[config.mk]
export PLATFORM = sky130hd
export DESIGN_NAME = ebi_master_bridge
export DESIGN_NICKNAME = d
export VERILOG_FILES = /design/src/ebi_pkg.sv /design/src/ebi_master_bridge.sv /design/src/ebi_read_port.sv /design/src/ebi_rx.sv /design/src/ebi_trx_seq.sv /design/src/ebi_tx.sv /design/src/ebi_write_buffer.sv
export SDC_FILE = /design/constraint.sdc
export NUM_CORES = 2
export LEC_CHECK = 0
export BUFFER_PORTS_ARGS = -buffer_cell sky130_fd_sc_hd__buf_2
export CAP_MARGIN = 10
export CORE_AREA = 2 2 341 343
export DETAILED_ROUTE_END_ITERATION = 12
export DIE_AREA = 0 0 343 345
export PLACE_DENSITY = 0.64
export SLEW_MARGIN = 0
export SYNTH_ARGS = -nofsm -noshare
export SYNTH_HDL_FRONTEND = slang
export SYNTH_SLANG_ARGS = --single-unit
[constraint.sdc]
create_clock -name clk -period 14.9 [get_ports clk]
set_clock_uncertainty 0.2 [all_clocks]
set_input_delay 2.235 -clock clk [delete_from_list [all_inputs] [get_ports clk]]
set_output_delay 2.235 -clock clk [all_outputs]
set_load 0.005 [all_outputs]
[src/ebi_pkg.sv]
// shared widths, frame word counts, bus opcodes and sequencer states, imported by all bridge rtl
`default_nettype none

package ebi_pkg;

    // widths
    localparam int EBI_WIDTH      = 16;
    localparam int PADDR_WIDTH    = 32;
    localparam int DATA_WIDTH     = 64;
    localparam int LINE_WIDTH     = 512;
    localparam int OPCODE_WIDTH   = 4;

    // counts
    localparam int LINE_BEATS     = 8;
    localparam int LINE_WORDS     = 32;
    localparam int RD_REQ_WORDS   = 5;   // opcode, addr lo, addr hi, id, snoop
    localparam int WR_HDR_WORDS   = 4;   // opcode, addr lo, addr hi, mesi
    localparam int WR_DATA_WORDS  = WR_HDR_WORDS + LINE_WORDS;
    localparam int RESP_HDR_WORDS = 3;   // opcode, id, mesi
    localparam int RD_RESP_WORDS  = RESP_HDR_WORDS + LINE_WORDS;

    // counter widths
    localparam int BEAT_CNT_WIDTH = 3;   // beat index in a line
    localparam int WORD_IDX_WIDTH = 5;   // data word index in a line
    localparam int WORD_CNT_WIDTH = 6;   // word index in a frame

    // opcodes in the low nibble of a bus word
    localparam logic [OPCODE_WIDTH-1:0] OP_DR        = 4'd0;
    localparam logic [OPCODE_WIDTH-1:0] OP_DW_DATA   = 4'd1;
    localparam logic [OPCODE_WIDTH-1:0] OP_DW_NODATA = 4'd2;
    localparam logic [OPCODE_WIDTH-1:0] OP_IDLE      = 4'd5;
    localparam logic [OPCODE_WIDTH-1:0] OP_RD_RESP   = 4'd7;
    localparam logic [OPCODE_WIDTH-1:0] OP_ACK       = 4'd15;

    // both sides put this on the bus when not sending
    localparam logic [EBI_WIDTH-1:0] IDLE_WORD = {{(EBI_WIDTH-OPCODE_WIDTH){1'b0}}, OP_IDLE};

    localparam logic [1:0] MESI_M = 2'b11;

    typedef enum logic [2:0] {
        IDLE,
        SEND_AR,
        WAIT_R,
        RECV_R,
        RESP_R,
        SEND_W,
        WAIT_WACK,
        CHECK_WACK
    } trx_state_t;

endpackage

`default_nettype wire

[src/ebi_master_bridge.sv]
// top level of the cache-side bus master, ties the channel ports, sequencer and bus side together
`timescale 1ns/1ps
`default_nettype none

module ebi_master_bridge import ebi_pkg::*; (
    input  logic                   clk,
    input  logic                   rst,
    // AR
    input  logic                   arvalid_i,
    input  logic [1:0]             arid_i,
    input  logic [PADDR_WIDTH-1:0] araddr_i,
    input  logic [3:0]             arsnoop_i,
    output logic                   arready_o,
    // AW
    input  logic                   awvalid_i,
    input  logic [PADDR_WIDTH-1:0] awaddr_i,
    input  logic [1:0]             awmesi_i,
    output logic                   awready_o,
    // W
    input  logic                   wvalid_i,
    input  logic [DATA_WIDTH-1:0]  wdata_i,
    output logic                   wready_o,
    // R
    input  logic                   rready_i,
    output logic                   rvalid_o,
    output logic [1:0]             rid_o,
    output logic [DATA_WIDTH-1:0]  rdata_o,
    output logic [1:0]             rmesi_o,
    // bus pins
    input  logic [EBI_WIDTH-1:0]   ebi_i,
    output logic [EBI_WIDTH-1:0]   ebi_o,
    output logic [EBI_WIDTH-1:0]   ebi_oen_o
);

    logic                   rd_pending, rd_done, resp_phase;
    logic [PADDR_WIDTH-1:0] rd_addr, wr_addr;
    logic [1:0]             rd_id, wr_mesi, resp_id, resp_mesi;
    logic [3:0]             rd_snoop;
    logic                   wr_pending, wr_done, wr_has_data;
    logic [LINE_WIDTH-1:0]  wr_line, resp_line;
    logic                   send_rd, send_wr, send_done;
    logic                   rx_wait, rx_recv, rx_start, rx_done;

    ebi_read_port i_read_port (
        .clk, .rst,
        .arvalid_i, .arid_i, .araddr_i, .arsnoop_i, .arready_o,
        .rready_i, .rvalid_o, .rid_o, .rdata_o, .rmesi_o,
        .resp_phase_i(resp_phase), .resp_id_i(resp_id), .resp_mesi_i(resp_mesi),
        .resp_line_i(resp_line),
        .rd_pending_o(rd_pending), .rd_done_o(rd_done), .rd_addr_o(rd_addr),
        .rd_id_o(rd_id), .rd_snoop_o(rd_snoop)
    );

    ebi_write_buffer i_write_buffer (
        .clk, .rst,
        .awvalid_i, .awaddr_i, .awmesi_i, .awready_o,
        .wvalid_i, .wdata_i, .wready_o,
        .wr_done_i(wr_done), .wr_pending_o(wr_pending), .wr_addr_o(wr_addr),
        .wr_mesi_o(wr_mesi), .wr_has_data_o(wr_has_data), .wr_line_o(wr_line)
    );

    ebi_trx_seq i_trx_seq (
        .clk, .rst,
        .rd_pending_i(rd_pending), .wr_pending_i(wr_pending), .send_done_i(send_done),
        .rx_start_i(rx_start), .rx_done_i(rx_done), .rd_done_i(rd_done),
        .send_rd_o(send_rd), .send_wr_o(send_wr), .rx_wait_o(rx_wait),
        .rx_recv_o(rx_recv), .resp_phase_o(resp_phase), .wr_done_o(wr_done)
    );

    ebi_tx i_tx (
        .clk, .rst,
        .send_rd_i(send_rd), .send_wr_i(send_wr),
        .rd_addr_i(rd_addr), .rd_id_i(rd_id), .rd_snoop_i(rd_snoop),
        .wr_addr_i(wr_addr), .wr_mesi_i(wr_mesi), .wr_has_data_i(wr_has_data),
        .wr_line_i(wr_line),
        .send_done_o(send_done), .ebi_o, .ebi_oen_o
    );

    ebi_rx i_rx (
        .clk, .rst,
        .ebi_i, .rx_wait_i(rx_wait), .rx_recv_i(rx_recv),
        .rx_start_o(rx_start), .rx_done_o(rx_done),
        .resp_id_o(resp_id), .resp_mesi_o(resp_mesi), .resp_line_o(resp_line)
    );

endmodule

`default_nettype wire

[src/ebi_read_port.sv]
// read side of the bridge: holds one AR request and streams the received line out on R
`timescale 1ns/1ps
`default_nettype none

module ebi_read_port import ebi_pkg::*; (
    input  logic                   clk,
    input  logic                   rst,
    // AR channel
    input  logic                   arvalid_i,
    input  logic [1:0]             arid_i,
    input  logic [PADDR_WIDTH-1:0] araddr_i,
    input  logic [3:0]             arsnoop_i,
    output logic                   arready_o,
    // R channel
    input  logic                   rready_i,
    output logic                   rvalid_o,
    output logic [1:0]             rid_o,
    output logic [DATA_WIDTH-1:0]  rdata_o,
    output logic [1:0]             rmesi_o,
    // from sequencer and receiver
    input  logic                   resp_phase_i,
    input  logic [1:0]             resp_id_i,
    input  logic [1:0]             resp_mesi_i,
    input  logic [LINE_WIDTH-1:0]  resp_line_i,
    // to sequencer and transmitter
    output logic                   rd_pending_o,
    output logic                   rd_done_o,
    output logic [PADDR_WIDTH-1:0] rd_addr_o,
    output logic [1:0]             rd_id_o,
    output logic [3:0]             rd_snoop_o
);

    logic [BEAT_CNT_WIDTH-1:0] beat;
    logic                      ar_hs;
    logic                      r_hs;

    assign arready_o = !rd_pending_o;   // one request in flight
    assign ar_hs     = arvalid_i && arready_o;
    assign r_hs      = rvalid_o && rready_i;
    assign rd_done_o = r_hs && (beat == BEAT_CNT_WIDTH'(LINE_BEATS - 1));

    always_ff @(posedge clk) begin
        if (rst) begin
            rd_pending_o <= 1'b0;
        end else if (ar_hs) begin
            rd_pending_o <= 1'b1;
        end else if (rd_done_o) begin
            rd_pending_o <= 1'b0;
        end
    end

    always_ff @(posedge clk) begin
        if (ar_hs) begin
            rd_addr_o  <= araddr_i;
            rd_id_o    <= arid_i;
            rd_snoop_o <= arsnoop_i;
        end
    end

    // beat index steps only on a taken beat
    always_ff @(posedge clk) begin
        if (rst || rd_done_o) begin
            beat <= '0;
        end else if (r_hs) begin
            beat <= beat + 1'b1;
        end
    end

    assign rvalid_o = resp_phase_i;
    assign rid_o    = resp_id_i;
    assign rmesi_o  = resp_mesi_i;
    assign rdata_o  = resp_line_i[beat*DATA_WIDTH +: DATA_WIDTH];   // lowest beat first

endmodule

`default_nettype wire

[src/ebi_rx.sv]
// bus receiver: spots a frame start against the idle word and collects the read response
`timescale 1ns/1ps
`default_nettype none

module ebi_rx import ebi_pkg::*; (
    input  logic                  clk,
    input  logic                  rst,
    input  logic [EBI_WIDTH-1:0]  ebi_i,
    input  logic                  rx_wait_i,
    input  logic                  rx_recv_i,
    output logic                  rx_start_o,
    output logic                  rx_done_o,
    output logic [1:0]            resp_id_o,
    output logic [1:0]            resp_mesi_o,
    output logic [LINE_WIDTH-1:0] resp_line_o
);

    logic [OPCODE_WIDTH-1:0]   resp_op;
    logic [WORD_CNT_WIDTH-1:0] cnt;        // words taken after the opcode
    logic [WORD_IDX_WIDTH-1:0] data_idx;
    logic                      store;

    assign rx_start_o = rx_wait_i && (ebi_i != IDLE_WORD);
    assign rx_done_o  = rx_recv_i && (cnt == WORD_CNT_WIDTH'(RD_RESP_WORDS - 2));

    // data starts after the three header words (frame position is cnt + 1)
    assign data_idx = WORD_IDX_WIDTH'(cnt + 1'b1 - WORD_CNT_WIDTH'(RESP_HDR_WORDS));
    assign store    = rx_recv_i && (resp_op == OP_RD_RESP);

    always_ff @(posedge clk) begin
        if (rst) begin
            resp_op <= OP_IDLE;
        end else if (rx_start_o) begin
            resp_op <= ebi_i[OPCODE_WIDTH-1:0];
        end
    end

    always_ff @(posedge clk) begin
        if (rst || !rx_recv_i || rx_done_o) begin
            cnt <= '0;
        end else begin
            cnt <= cnt + 1'b1;
        end
    end

    always_ff @(posedge clk) begin
        if (store) begin
            case (cnt)
                6'd0:    resp_id_o   <= ebi_i[1:0];
                6'd1:    resp_mesi_o <= ebi_i[1:0];
                default: resp_line_o[data_idx*EBI_WIDTH +: EBI_WIDTH] <= ebi_i;
            endcase
        end
    end

endmodule

`default_nettype wire

[src/ebi_trx_seq.sv]
// transaction sequencer: runs one read or one write exchange at a time, reads first
`timescale 1ns/1ps
`default_nettype none

module ebi_trx_seq import ebi_pkg::*; (
    input  logic clk,
    input  logic rst,
    input  logic rd_pending_i,
    input  logic wr_pending_i,
    input  logic send_done_i,
    input  logic rx_start_i,
    input  logic rx_done_i,
    input  logic rd_done_i,
    output logic send_rd_o,
    output logic send_wr_o,
    output logic rx_wait_o,
    output logic rx_recv_o,
    output logic resp_phase_o,
    output logic wr_done_o
);

    trx_state_t state;
    trx_state_t state_nxt;

    always_comb begin
        state_nxt = state;
        case (state)
            IDLE: begin
                if (rd_pending_i) begin
                    state_nxt = SEND_AR;
                end else if (wr_pending_i) begin
                    state_nxt = SEND_W;
                end
            end
            SEND_AR: begin
                if (send_done_i) begin
                    state_nxt = WAIT_R;
                end
            end
            WAIT_R: begin
                if (rx_start_i) begin
                    state_nxt = RECV_R;
                end
            end
            RECV_R: begin
                if (rx_done_i) begin
                    state_nxt = RESP_R;
                end
            end
            RESP_R: begin
                if (rd_done_i) begin
                    state_nxt = IDLE;   // last beat taken by the cache
                end
            end
            SEND_W: begin
                if (send_done_i) begin
                    state_nxt = WAIT_WACK;
                end
            end
            WAIT_WACK: begin
                if (rx_start_i) begin
                    state_nxt = CHECK_WACK;   // ack is a single word
                end
            end
            CHECK_WACK: state_nxt = IDLE;
            default:    state_nxt = IDLE;
        endcase
    end

    always_ff @(posedge clk) begin
        if (rst) begin
            state <= IDLE;
        end else begin
            state <= state_nxt;
        end
    end

    // state decode
    assign send_rd_o    = (state == SEND_AR);
    assign send_wr_o    = (state == SEND_W);
    assign rx_wait_o    = (state == WAIT_R) || (state == WAIT_WACK);
    assign rx_recv_o    = (state == RECV_R);
    assign resp_phase_o = (state == RESP_R);
    assign wr_done_o    = (state == CHECK_WACK);   // frees the write buffer

endmodule

`default_nettype wire

[src/ebi_tx.sv]
// bus transmitter: serializes read and write request frames and drives the output enable
`timescale 1ns/1ps
`default_nettype none

module ebi_tx import ebi_pkg::*; (
    input  logic                   clk,
    input  logic                   rst,
    input  logic                   send_rd_i,
    input  logic                   send_wr_i,
    input  logic [PADDR_WIDTH-1:0] rd_addr_i,
    input  logic [1:0]             rd_id_i,
    input  logic [3:0]             rd_snoop_i,
    input  logic [PADDR_WIDTH-1:0] wr_addr_i,
    input  logic [1:0]             wr_mesi_i,
    input  logic                   wr_has_data_i,
    input  logic [LINE_WIDTH-1:0]  wr_line_i,
    output logic                   send_done_o,
    output logic [EBI_WIDTH-1:0]   ebi_o,
    output logic [EBI_WIDTH-1:0]   ebi_oen_o
);

    logic [WORD_CNT_WIDTH-1:0] cnt;
    logic [WORD_CNT_WIDTH-1:0] frame_len;
    logic [WORD_IDX_WIDTH-1:0] data_idx;
    logic [EBI_WIDTH-1:0]      word;
    logic [OPCODE_WIDTH-1:0]   wr_op;
    logic                      sending;

    assign sending   = send_rd_i || send_wr_i;
    assign wr_op     = wr_has_data_i ? OP_DW_DATA : OP_DW_NODATA;
    assign data_idx  = WORD_IDX_WIDTH'(cnt - WORD_CNT_WIDTH'(WR_HDR_WORDS));
    assign frame_len = send_rd_i     ? WORD_CNT_WIDTH'(RD_REQ_WORDS) :
                       wr_has_data_i ? WORD_CNT_WIDTH'(WR_DATA_WORDS) :
                                       WORD_CNT_WIDTH'(WR_HDR_WORDS);
    assign send_done_o = sending && (cnt == frame_len - 1'b1);

    always_ff @(posedge clk) begin
        if (rst || !sending || send_done_o) begin
            cnt <= '0;
        end else begin
            cnt <= cnt + 1'b1;
        end
    end

    always_comb begin
        word = IDLE_WORD;
        if (send_rd_i) begin
            case (cnt)
                6'd0:    word = {{(EBI_WIDTH-OPCODE_WIDTH){1'b0}}, OP_DR};
                6'd1:    word = rd_addr_i[EBI_WIDTH-1:0];   // address low half first
                6'd2:    word = rd_addr_i[PADDR_WIDTH-1:EBI_WIDTH];
                6'd3:    word = {{(EBI_WIDTH-2){1'b0}}, rd_id_i};
                6'd4:    word = {{(EBI_WIDTH-4){1'b0}}, rd_snoop_i};
                default: word = IDLE_WORD;
            endcase
        end else if (send_wr_i) begin
            case (cnt)
                6'd0:    word = {{(EBI_WIDTH-OPCODE_WIDTH){1'b0}}, wr_op};
                6'd1:    word = wr_addr_i[EBI_WIDTH-1:0];
                6'd2:    word = wr_addr_i[PADDR_WIDTH-1:EBI_WIDTH];
                6'd3:    word = {{(EBI_WIDTH-2){1'b0}}, wr_mesi_i};
                default: word = wr_line_i[data_idx*EBI_WIDTH +: EBI_WIDTH];   // line data
            endcase
        end
    end

    assign ebi_o     = sending ? word : IDLE_WORD;
    assign ebi_oen_o = {EBI_WIDTH{!sending}};   // low while driving

endmodule

`default_nettype wire

[src/ebi_write_buffer.sv]
// write side of the bridge: takes an AW request, fills the line from W beats for a modified line
`timescale 1ns/1ps
`default_nettype none

module ebi_write_buffer import ebi_pkg::*; (
    input  logic                   clk,
    input  logic                   rst,
    // AW channel
    input  logic                   awvalid_i,
    input  logic [PADDR_WIDTH-1:0] awaddr_i,
    input  logic [1:0]             awmesi_i,
    output logic                   awready_o,
    // W channel
    input  logic                   wvalid_i,
    input  logic [DATA_WIDTH-1:0]  wdata_i,
    output logic                   wready_o,
    // sequencer and transmitter side
    input  logic                   wr_done_i,
    output logic                   wr_pending_o,
    output logic [PADDR_WIDTH-1:0] wr_addr_o,
    output logic [1:0]             wr_mesi_o,
    output logic                   wr_has_data_o,
    output logic [LINE_WIDTH-1:0]  wr_line_o
);

    logic [BEAT_CNT_WIDTH-1:0] beat;
    logic                      filling;
    logic                      aw_hs;
    logic                      w_hs;
    logic                      last_beat;

    assign awready_o = !filling && !wr_pending_o;
    assign wready_o  = filling;
    assign aw_hs     = awvalid_i && awready_o;
    assign w_hs      = wvalid_i && wready_o;
    assign last_beat = w_hs && (beat == BEAT_CNT_WIDTH'(LINE_BEATS - 1));

    always_ff @(posedge clk) begin
        if (rst) begin
            filling       <= 1'b0;
            wr_pending_o  <= 1'b0;
            wr_has_data_o <= 1'b0;
            beat          <= '0;
        end else begin
            if (aw_hs) begin
                beat <= '0;
                if (awmesi_i == MESI_M) begin
                    filling       <= 1'b1;   // dirty line with data on W
                    wr_has_data_o <= 1'b1;
                end else begin
                    wr_pending_o  <= 1'b1;   // header only frame
                    wr_has_data_o <= 1'b0;
                end
            end else if (w_hs) begin
                beat <= beat + 1'b1;
                if (last_beat) begin
                    filling      <= 1'b0;
                    wr_pending_o <= 1'b1;
                end
            end else if (wr_done_i) begin
                wr_pending_o <= 1'b0;
            end
        end
    end

    always_ff @(posedge clk) begin
        if (aw_hs) begin
            wr_addr_o <= awaddr_i;
            wr_mesi_o <= awmesi_i;
        end
        if (w_hs) begin
            wr_line_o[beat*DATA_WIDTH +: DATA_WIDTH] <= wdata_i;
        end
    end

endmodule

`default_nettype wire

==> Word level (Yosys, flattened, before mapping) <==
Cells that the tools add are included.
{ "op_classes": {"addsub": 9, "n_eq_ne": 29, "shifts": 6, "muxes": 31, "n_bitwise": 1, "reduce_logical": 38} }
{ "op_table": {"columns": ["op", "count"], "rows": [
  ["$bwmux 512", 2],
  ["$shift 16x34->512 const A", 1],
  ["$shift 64x34->512 const A", 1],
  ["$shiftx 16x34->512", 1],
  ["$shiftx 512x10->16", 1],
  ["$shiftx 512x10->64", 1],
  ["$shiftx 64x34->512", 1],
  ["$pmux 16 s5", 1],
  ["$neg 9->34", 2],
  ["$pmux 16 s4", 1],
  ["$mux 16", 3],
  ["$mux 3", 8],
  ["$pmux 3 s8", 1],
  ["$eq 3x3->1 const B", 6],
  ["$ne 16x3->1 const B", 1],
  ["$add 6x1->6 const B", 2],
  ["$eq 6x1->1 const B", 2],
  ["$eq 6x2->1 const B", 2],
  ["$logic_not 6->1", 2],
  ["$mux 1", 12],
  ["$mux 6", 2],
  ["$ne 2x2->1 const B", 6],
  ["$logic_and 1x1->1", 11],
  ["$logic_or 1x1->1", 7],
  ["other kinds (24)", 37]
]} }
{ "totals": {"register_bits": 1129, "inputBits": 158, "output_inout_bits": 104, "elab_cells": 133} }

==> Longest topological paths before layout <==
{ "logic_depth": {"ltp_word": 7, "mapped_depth": 14, "ltp_nobuf": 10} }

==> By module <==
From an unflattened synthesis, not the netlist that was laid out.
{ "unflattened": {"cells_unflattened": 3688, "hier_area_um2": 51343.0} }
{ "modules_own_cells": {"columns": ["mod", "instances", "cells_each", "area_each_um2", "seq_area_each_um2"], "rows": [
  ["ebi_rx", 1, 1439, 20225.6, 15695.1],
  ["ebi_write_buffer", 1, 1249, 19996.7, 16515.8],
  ["ebi_tx", 1, 671, 5626.6, 120.1],
  ["ebi_read_port", 1, 291, 5216.3, 1221.2],
  ["ebi_trx_seq", 1, 38, 277.8, 60.1]
]} }

==> Worst setup path after synthesis <==
Ideal clock, no wire load.
{ "synth_timing": {"kind": "input to register", "from": "input wvalid_i", "to": "register i_write_buffer.wr_line_o[256] (enable)", "setup_ps": 644, "t_arrival_ps": 8973, "required_ps": 14056, "slack_ps": 5084, "path_stages": 4, "path_buffers": 1, "cell_sequence": "and2_1 > clkbuf_1 > o21ai_0 > nor4_1"} }
{ "synth_via": {"elab_chain_cells": 1} }
{ "synth_rtl": {"columns": ["element", "line_no", "source"], "rows": [
  ["start: declaration", "ebi_master_bridge.sv:20", "input logic wvalid_i,"],
  ["$logic_and 1x1->1", "ebi_write_buffer.sv:35", "assign w_hs = wvalid_i && wready_o;"],
  ["end signal: indexed assignment", "ebi_write_buffer.sv:72", "wr_line_o[beat*DATA_WIDTH +: DATA_WIDTH] <= wdata_i;"],
  ["end: declaration", "ebi_write_buffer.sv:23", "output logic [LINE_WIDTH-1:0] wr_line_o"]
]} }
Every way passes these cells.
A chain may end at the register's enable or synchronous reset.

==> Final worst setup path <==
{ "layout_timing": {"from": "register i_tx.cnt[0]", "to": "output ebi_o[7]"} }
{ "layout_via": {"elab_chain_cells": 6, "word_cells_on_any_way": 12, "cone_classes": "1 x add/sub; 4 x eq/ne; 1 x shift; 5 x mux; 1 x reduce/logical"} }
{ "layout_rtl": {"columns": ["element", "line_no", "source"], "rows": [
  ["start: declaration", "ebi_tx.sv:22", "logic [WORD_CNT_WIDTH-1:0] cnt;"],
  ["start signal: assignment", "ebi_tx.sv:41", "cnt <= cnt + 1'b1;"],
  ["$sub 5x3->5", "ebi_tx.sv:31", "assign data_idx = WORD_IDX_WIDTH'(cnt - WORD_CNT_WIDTH'(WR_HDR_WORDS));"],
  ["$shiftx 512x10->16", "ebi_tx.sv:62", "default: word = wr_line_i[data_idx*EBI_WIDTH +: EBI_WIDTH];"],
  ["$pmux 16 s4", "ebi_tx.sv:57", "case (cnt)"],
  ["$mux 16", "ebi_tx.sv:56", "end else if (send_wr_i) begin"],
  ["$mux 16 (*)", "ebi_tx.sv:47", "if (send_rd_i) begin"],
  ["$mux 16 (*)", "ebi_tx.sv:67", "assign ebi_o = sending ? word : IDLE_WORD;"],
  ["end: declaration", "ebi_master_bridge.sv:31", "output logic [EBI_WIDTH-1:0] ebi_o,"]
]} }
Every way passes the cells marked *; elsewhere a longest branch is shown, timed or not.

==> summary.txt <==
Layout cells sized above 1 -> 0.243
Post-cts hold buffer count -> 0
Dpl cells -> 5059
Register area -> 0.0336 mm2
CP peak stage delay -> 0.72 ns
CP max FO -> 39
Core Rows -> 125
Post-route minimum period -> 7.51 ns
Multi-input gate area -> 0.0166 mm2
Final number of hold-violating endpoints -> 0
Slew headroom -> 0.153
Pre-antenna DRT Iters -> 6
Die W -> 343 um
Distinct cell type count after synthesis -> 66
Number of global-route vias before repair -> 31800
Root Driver -> clkbuf_16
Total gr overflow -> 0
Leakage power -> 18.6 nW
Metal1 wirelength -> 55100 um
Drt drc -> 0
Via count -> 31500
Crit-path cells -> buf_4 > buf_4 > buf_4 > mux4_2 > nand2_1 > and3_1 > a31oi_1 > a2111o_1 > buf_2
Postcts setup bufs -> 0
Worst Hold Class -> reg2reg
Pwr/cell area -> 119 mW/mm2
Hold Path Depth -> 2
Die Y -> 345 um
Max IR drop VDD -> 0.109 mV
R2r endpoint -> i_rx.resp_line_o[267]
Synth warnings -> 0
Crit path DAT -> 5.08 ns
Worst r2r src -> i_rx.cnt[0]
Routed Wire Length -> 141000 um
Post-synthesis sequential area ratio -> 0.654
H-tree levels -> 3
CTS max path bufs -> 3
Hold EP -> i_rx.resp_op[0]
Critical Path Source -> i_tx.cnt[0]
R2r worst-path depth -> 10
Syn-to-layout area delta -> 12.6%
Inserted Clock Buffers -> 116
Met3 WL -> 12700 um
Slowest cell on the critical path -> buf_4
Achievable frequency -> 133 MHz
Worst setup EP type -> output pin
CTS tree -> yes
Status -> finished, final reports clean
R2R setup slack -> 8.35 ns
Area of the die -> 0.118 mm2
Critical path data required time -> 12.47 ns
Clk sinks -> 1129
Gpl congestion -> 0.826
Routed wire length per instance -> 26.6 um
Hpwl dp -> 82100 um
Fin nets -> 3832
Prevailing post-synth register cell -> edfxtp_1
# port buffers -> 261
Placeable Area -> 0.115 mm2
Seq cells post-synth -> 1129
Post-CTS sizing -> 0
Number of enable flip-flop cells after synthesis -> 1100
Post-Syn Area -> 0.0514 mm2
Initial Utilization -> 0.446
Kind of critical path -> reg2out
Mapped Avg Cell Area -> 14.6 um2
Post-Synthesis Cells -> 3515
Gr usage total -> 0.236
Asr flop ratio synth -> 0
Type of origin of the critical path -> flip-flop
Setup violations, final -> 0
First-pass GRT wire length -> 208000 um
IO Pins -> 262
Fin crit share -> 0.504
Clock insertion delay at the later pin of the skew report -> 0.71 ns
Max Slew Vio Count -> 0
Crit path top cell by count -> buf_4
RSZ-0062 raised after global routing -> false
Met2 wire length -> 68700 um
Layout fillers -> 9734
Hold path start -> i_rx.resp_op[0]
Top routing layer in use -> met5
Number of DRC markers in iteration 0 -> 3323
Worst-path clk slew -> 0.06 ns
Fin cells -> 5284
Initial antenna violation count -> 12
Max Cap Violations -> 0
Antenna Nets Post-Route -> 0
TNS Setup -> 0 ns
Largest net degree at the start of global routing -> 99
Vias/cell -> 5.97
Worst-margin pin slew -> 1.27 ns
Syn Nets -> 3693
sequential cells by signal (all words and copies together), names as in the netlist, 4 cells and up:
name	flops
i_write_buffer.wr_line_o	512
i_read_port.rd_snoop_o	4
i_rx.cnt	6
i_rx.resp_line_o	512
i_read_port.rd_addr_o	32
i_tx.cnt	6
i_rx.resp_op	4
i_write_buffer.wr_addr_o	32
cell families (layout without fill, tap and decap cells):
family                   Yosys count  in the layout  share of synthesized area
multiplexers                     358            358                      0.134
AO/OA/AOI/OAI                    369            369                     0.0541
buffers and inverters            348            583                     0.0289
adder cells (fa/ha/maj)           20             20                    0.00487
AND/OR/NAND/NOR                 1271           1271                      0.120
XOR/XNOR                          20             20                    0.00441
flip-flops                      1129           1129                      0.654
other                              0             10                          0
metrics by stage:
step / hold WS, ns / util / instance area, um2 / total power [mW] / setup WS (ns)
final: 0.285 / 0.503 / 57900 / 6.89 / 7.39
after CTS: 0.288 / 0.502 / 57800 / 6.93 / 7.23
after global routing: 0.305 / 0.503 / 57800 / 7.08 / 6.95
after floorplan: 0.246 / - / 51400 / 3.94 / 5.08
after global placement: 0.264 / 0.470 / 54200 / 4.11 / 8.01
after detailed placement: 0.266 / 0.471 / 54200 / 4.11 / 7.99
synthesized netlist by cell type, types with 7 or more instances:
cell type | number | area share
edfxtp_1 | 1100 | 0.64
nor2_1 | 445 | 0.033
and2_1 | 309 | 0.038
mux4_2 | 257 | 0.11
clkbuf_1 | 230 | 0.017
nand2_1 | 226 | 0.017
a211oi_1 | 175 | 0.026
nor3_1 | 82 | 0.0080
and3_1 | 67 | 0.0082
mux2_2 | 64 | 0.014
a21oi_1 | 60 | 0.0058
buf_2 | 56 | 0.0055
nand3_1 | 55 | 0.0054
mux2i_1 | 37 | 0.0072
or3_1 | 30 | 0.0037
a22oi_1 | 29 | 0.0042
dfxtp_1 | 29 | 0.011
buf_4 | 23 | 0.0034
a2111oi_0 | 21 | 0.0036
buf_1 | 20 | 0.0015
ha_1 | 20 | 0.0049
inv_1 | 14 | 0.0010
nor4_1 | 14 | 0.0017
a221oi_1 | 13 | 0.0022
a2111oi_2 | 9 | 0.0026
o22ai_1 | 9 | 0.0011
xnor2_1 | 8 | 0.0014
nand2b_1 | 7 | 0.00085
or4_1 | 7 | 0.0010
xor2_1 | 7 | 0.0012
area by class of cell:
class | count | area share
Sequential cell | 1129 | 0.581
Multi-Input combinational cell | 2038 | 0.286
Clock buffer | 146 | 0.0532
Timing Repair Buffer | 353 | 0.0345
Tap cell | 1524 | 0.0330
Clock inverter | 68 | 0.0103
Inverter | 16 | 0.00108
Antenna cell | 10 | 0.000432
worst max-delay path by stage:
stage | endpoint | slack, ns | depth (start not counted)
3_3_place_gp | ebi_o[7] | 8.01 | 9
6_report | ebi_o[7] | 7.39 | 9
2_1_floorplan | i_write_buffer.wr_line_o[256] | 5.08 | 4
5_1_grt | ebi_o[5] | 6.95 | 9
4_1_cts | ebi_o[7] | 7.23 | 9
3_5_place_dp | ebi_o[7] | 7.99 | 9
power breakdown:
group,total [mW],internal (mW),switching (mW),leakage (nW)
Combinational,0.526,0.222,0.304,5.89
Sequential,3.52,3.47,0.0464,10.9
Clock,2.85,1.61,1.23,1.79
Total,6.89,5.31,1.58,18.6
layout by cell type, fill, tap and decap left out, drive strengths merged, types with 49 or more instances in the layout:
| cell | n |
|---|---|
| nor2 | 445 |
| nor3 | 82 |
| a211oi | 175 |
| clkbuf | 146 |
| and3 | 67 |
| a21oi | 60 |
| nand3 | 55 |
| mux2 | 64 |
| mux4 | 257 |
| buf | 353 |
| edfxtp | 1100 |
| clkinv | 49 |
| and2 | 309 |
| nand2 | 226 |
metal layers:
layer | vias to the layer above | GRT usage
met5 | - | 0
li1 | 13800 | -
met3 | 241 | 0.0440
met2 | 1392 | 0.388
met4 | 10 | 0.0700
met1 | 16100 | 0.320
worst max-delay path, delay by kind of cell (launching register included):
kind	cells	cell delay, ns
and+or+nand+nor	2	0.24
AOI/OAI and AO/OA	2	0.54
DFF	1	0.68
muxes	1	0.59
buffers and inverters	4	2.20
No activity file was read; power rests on OpenSTA's default activity.
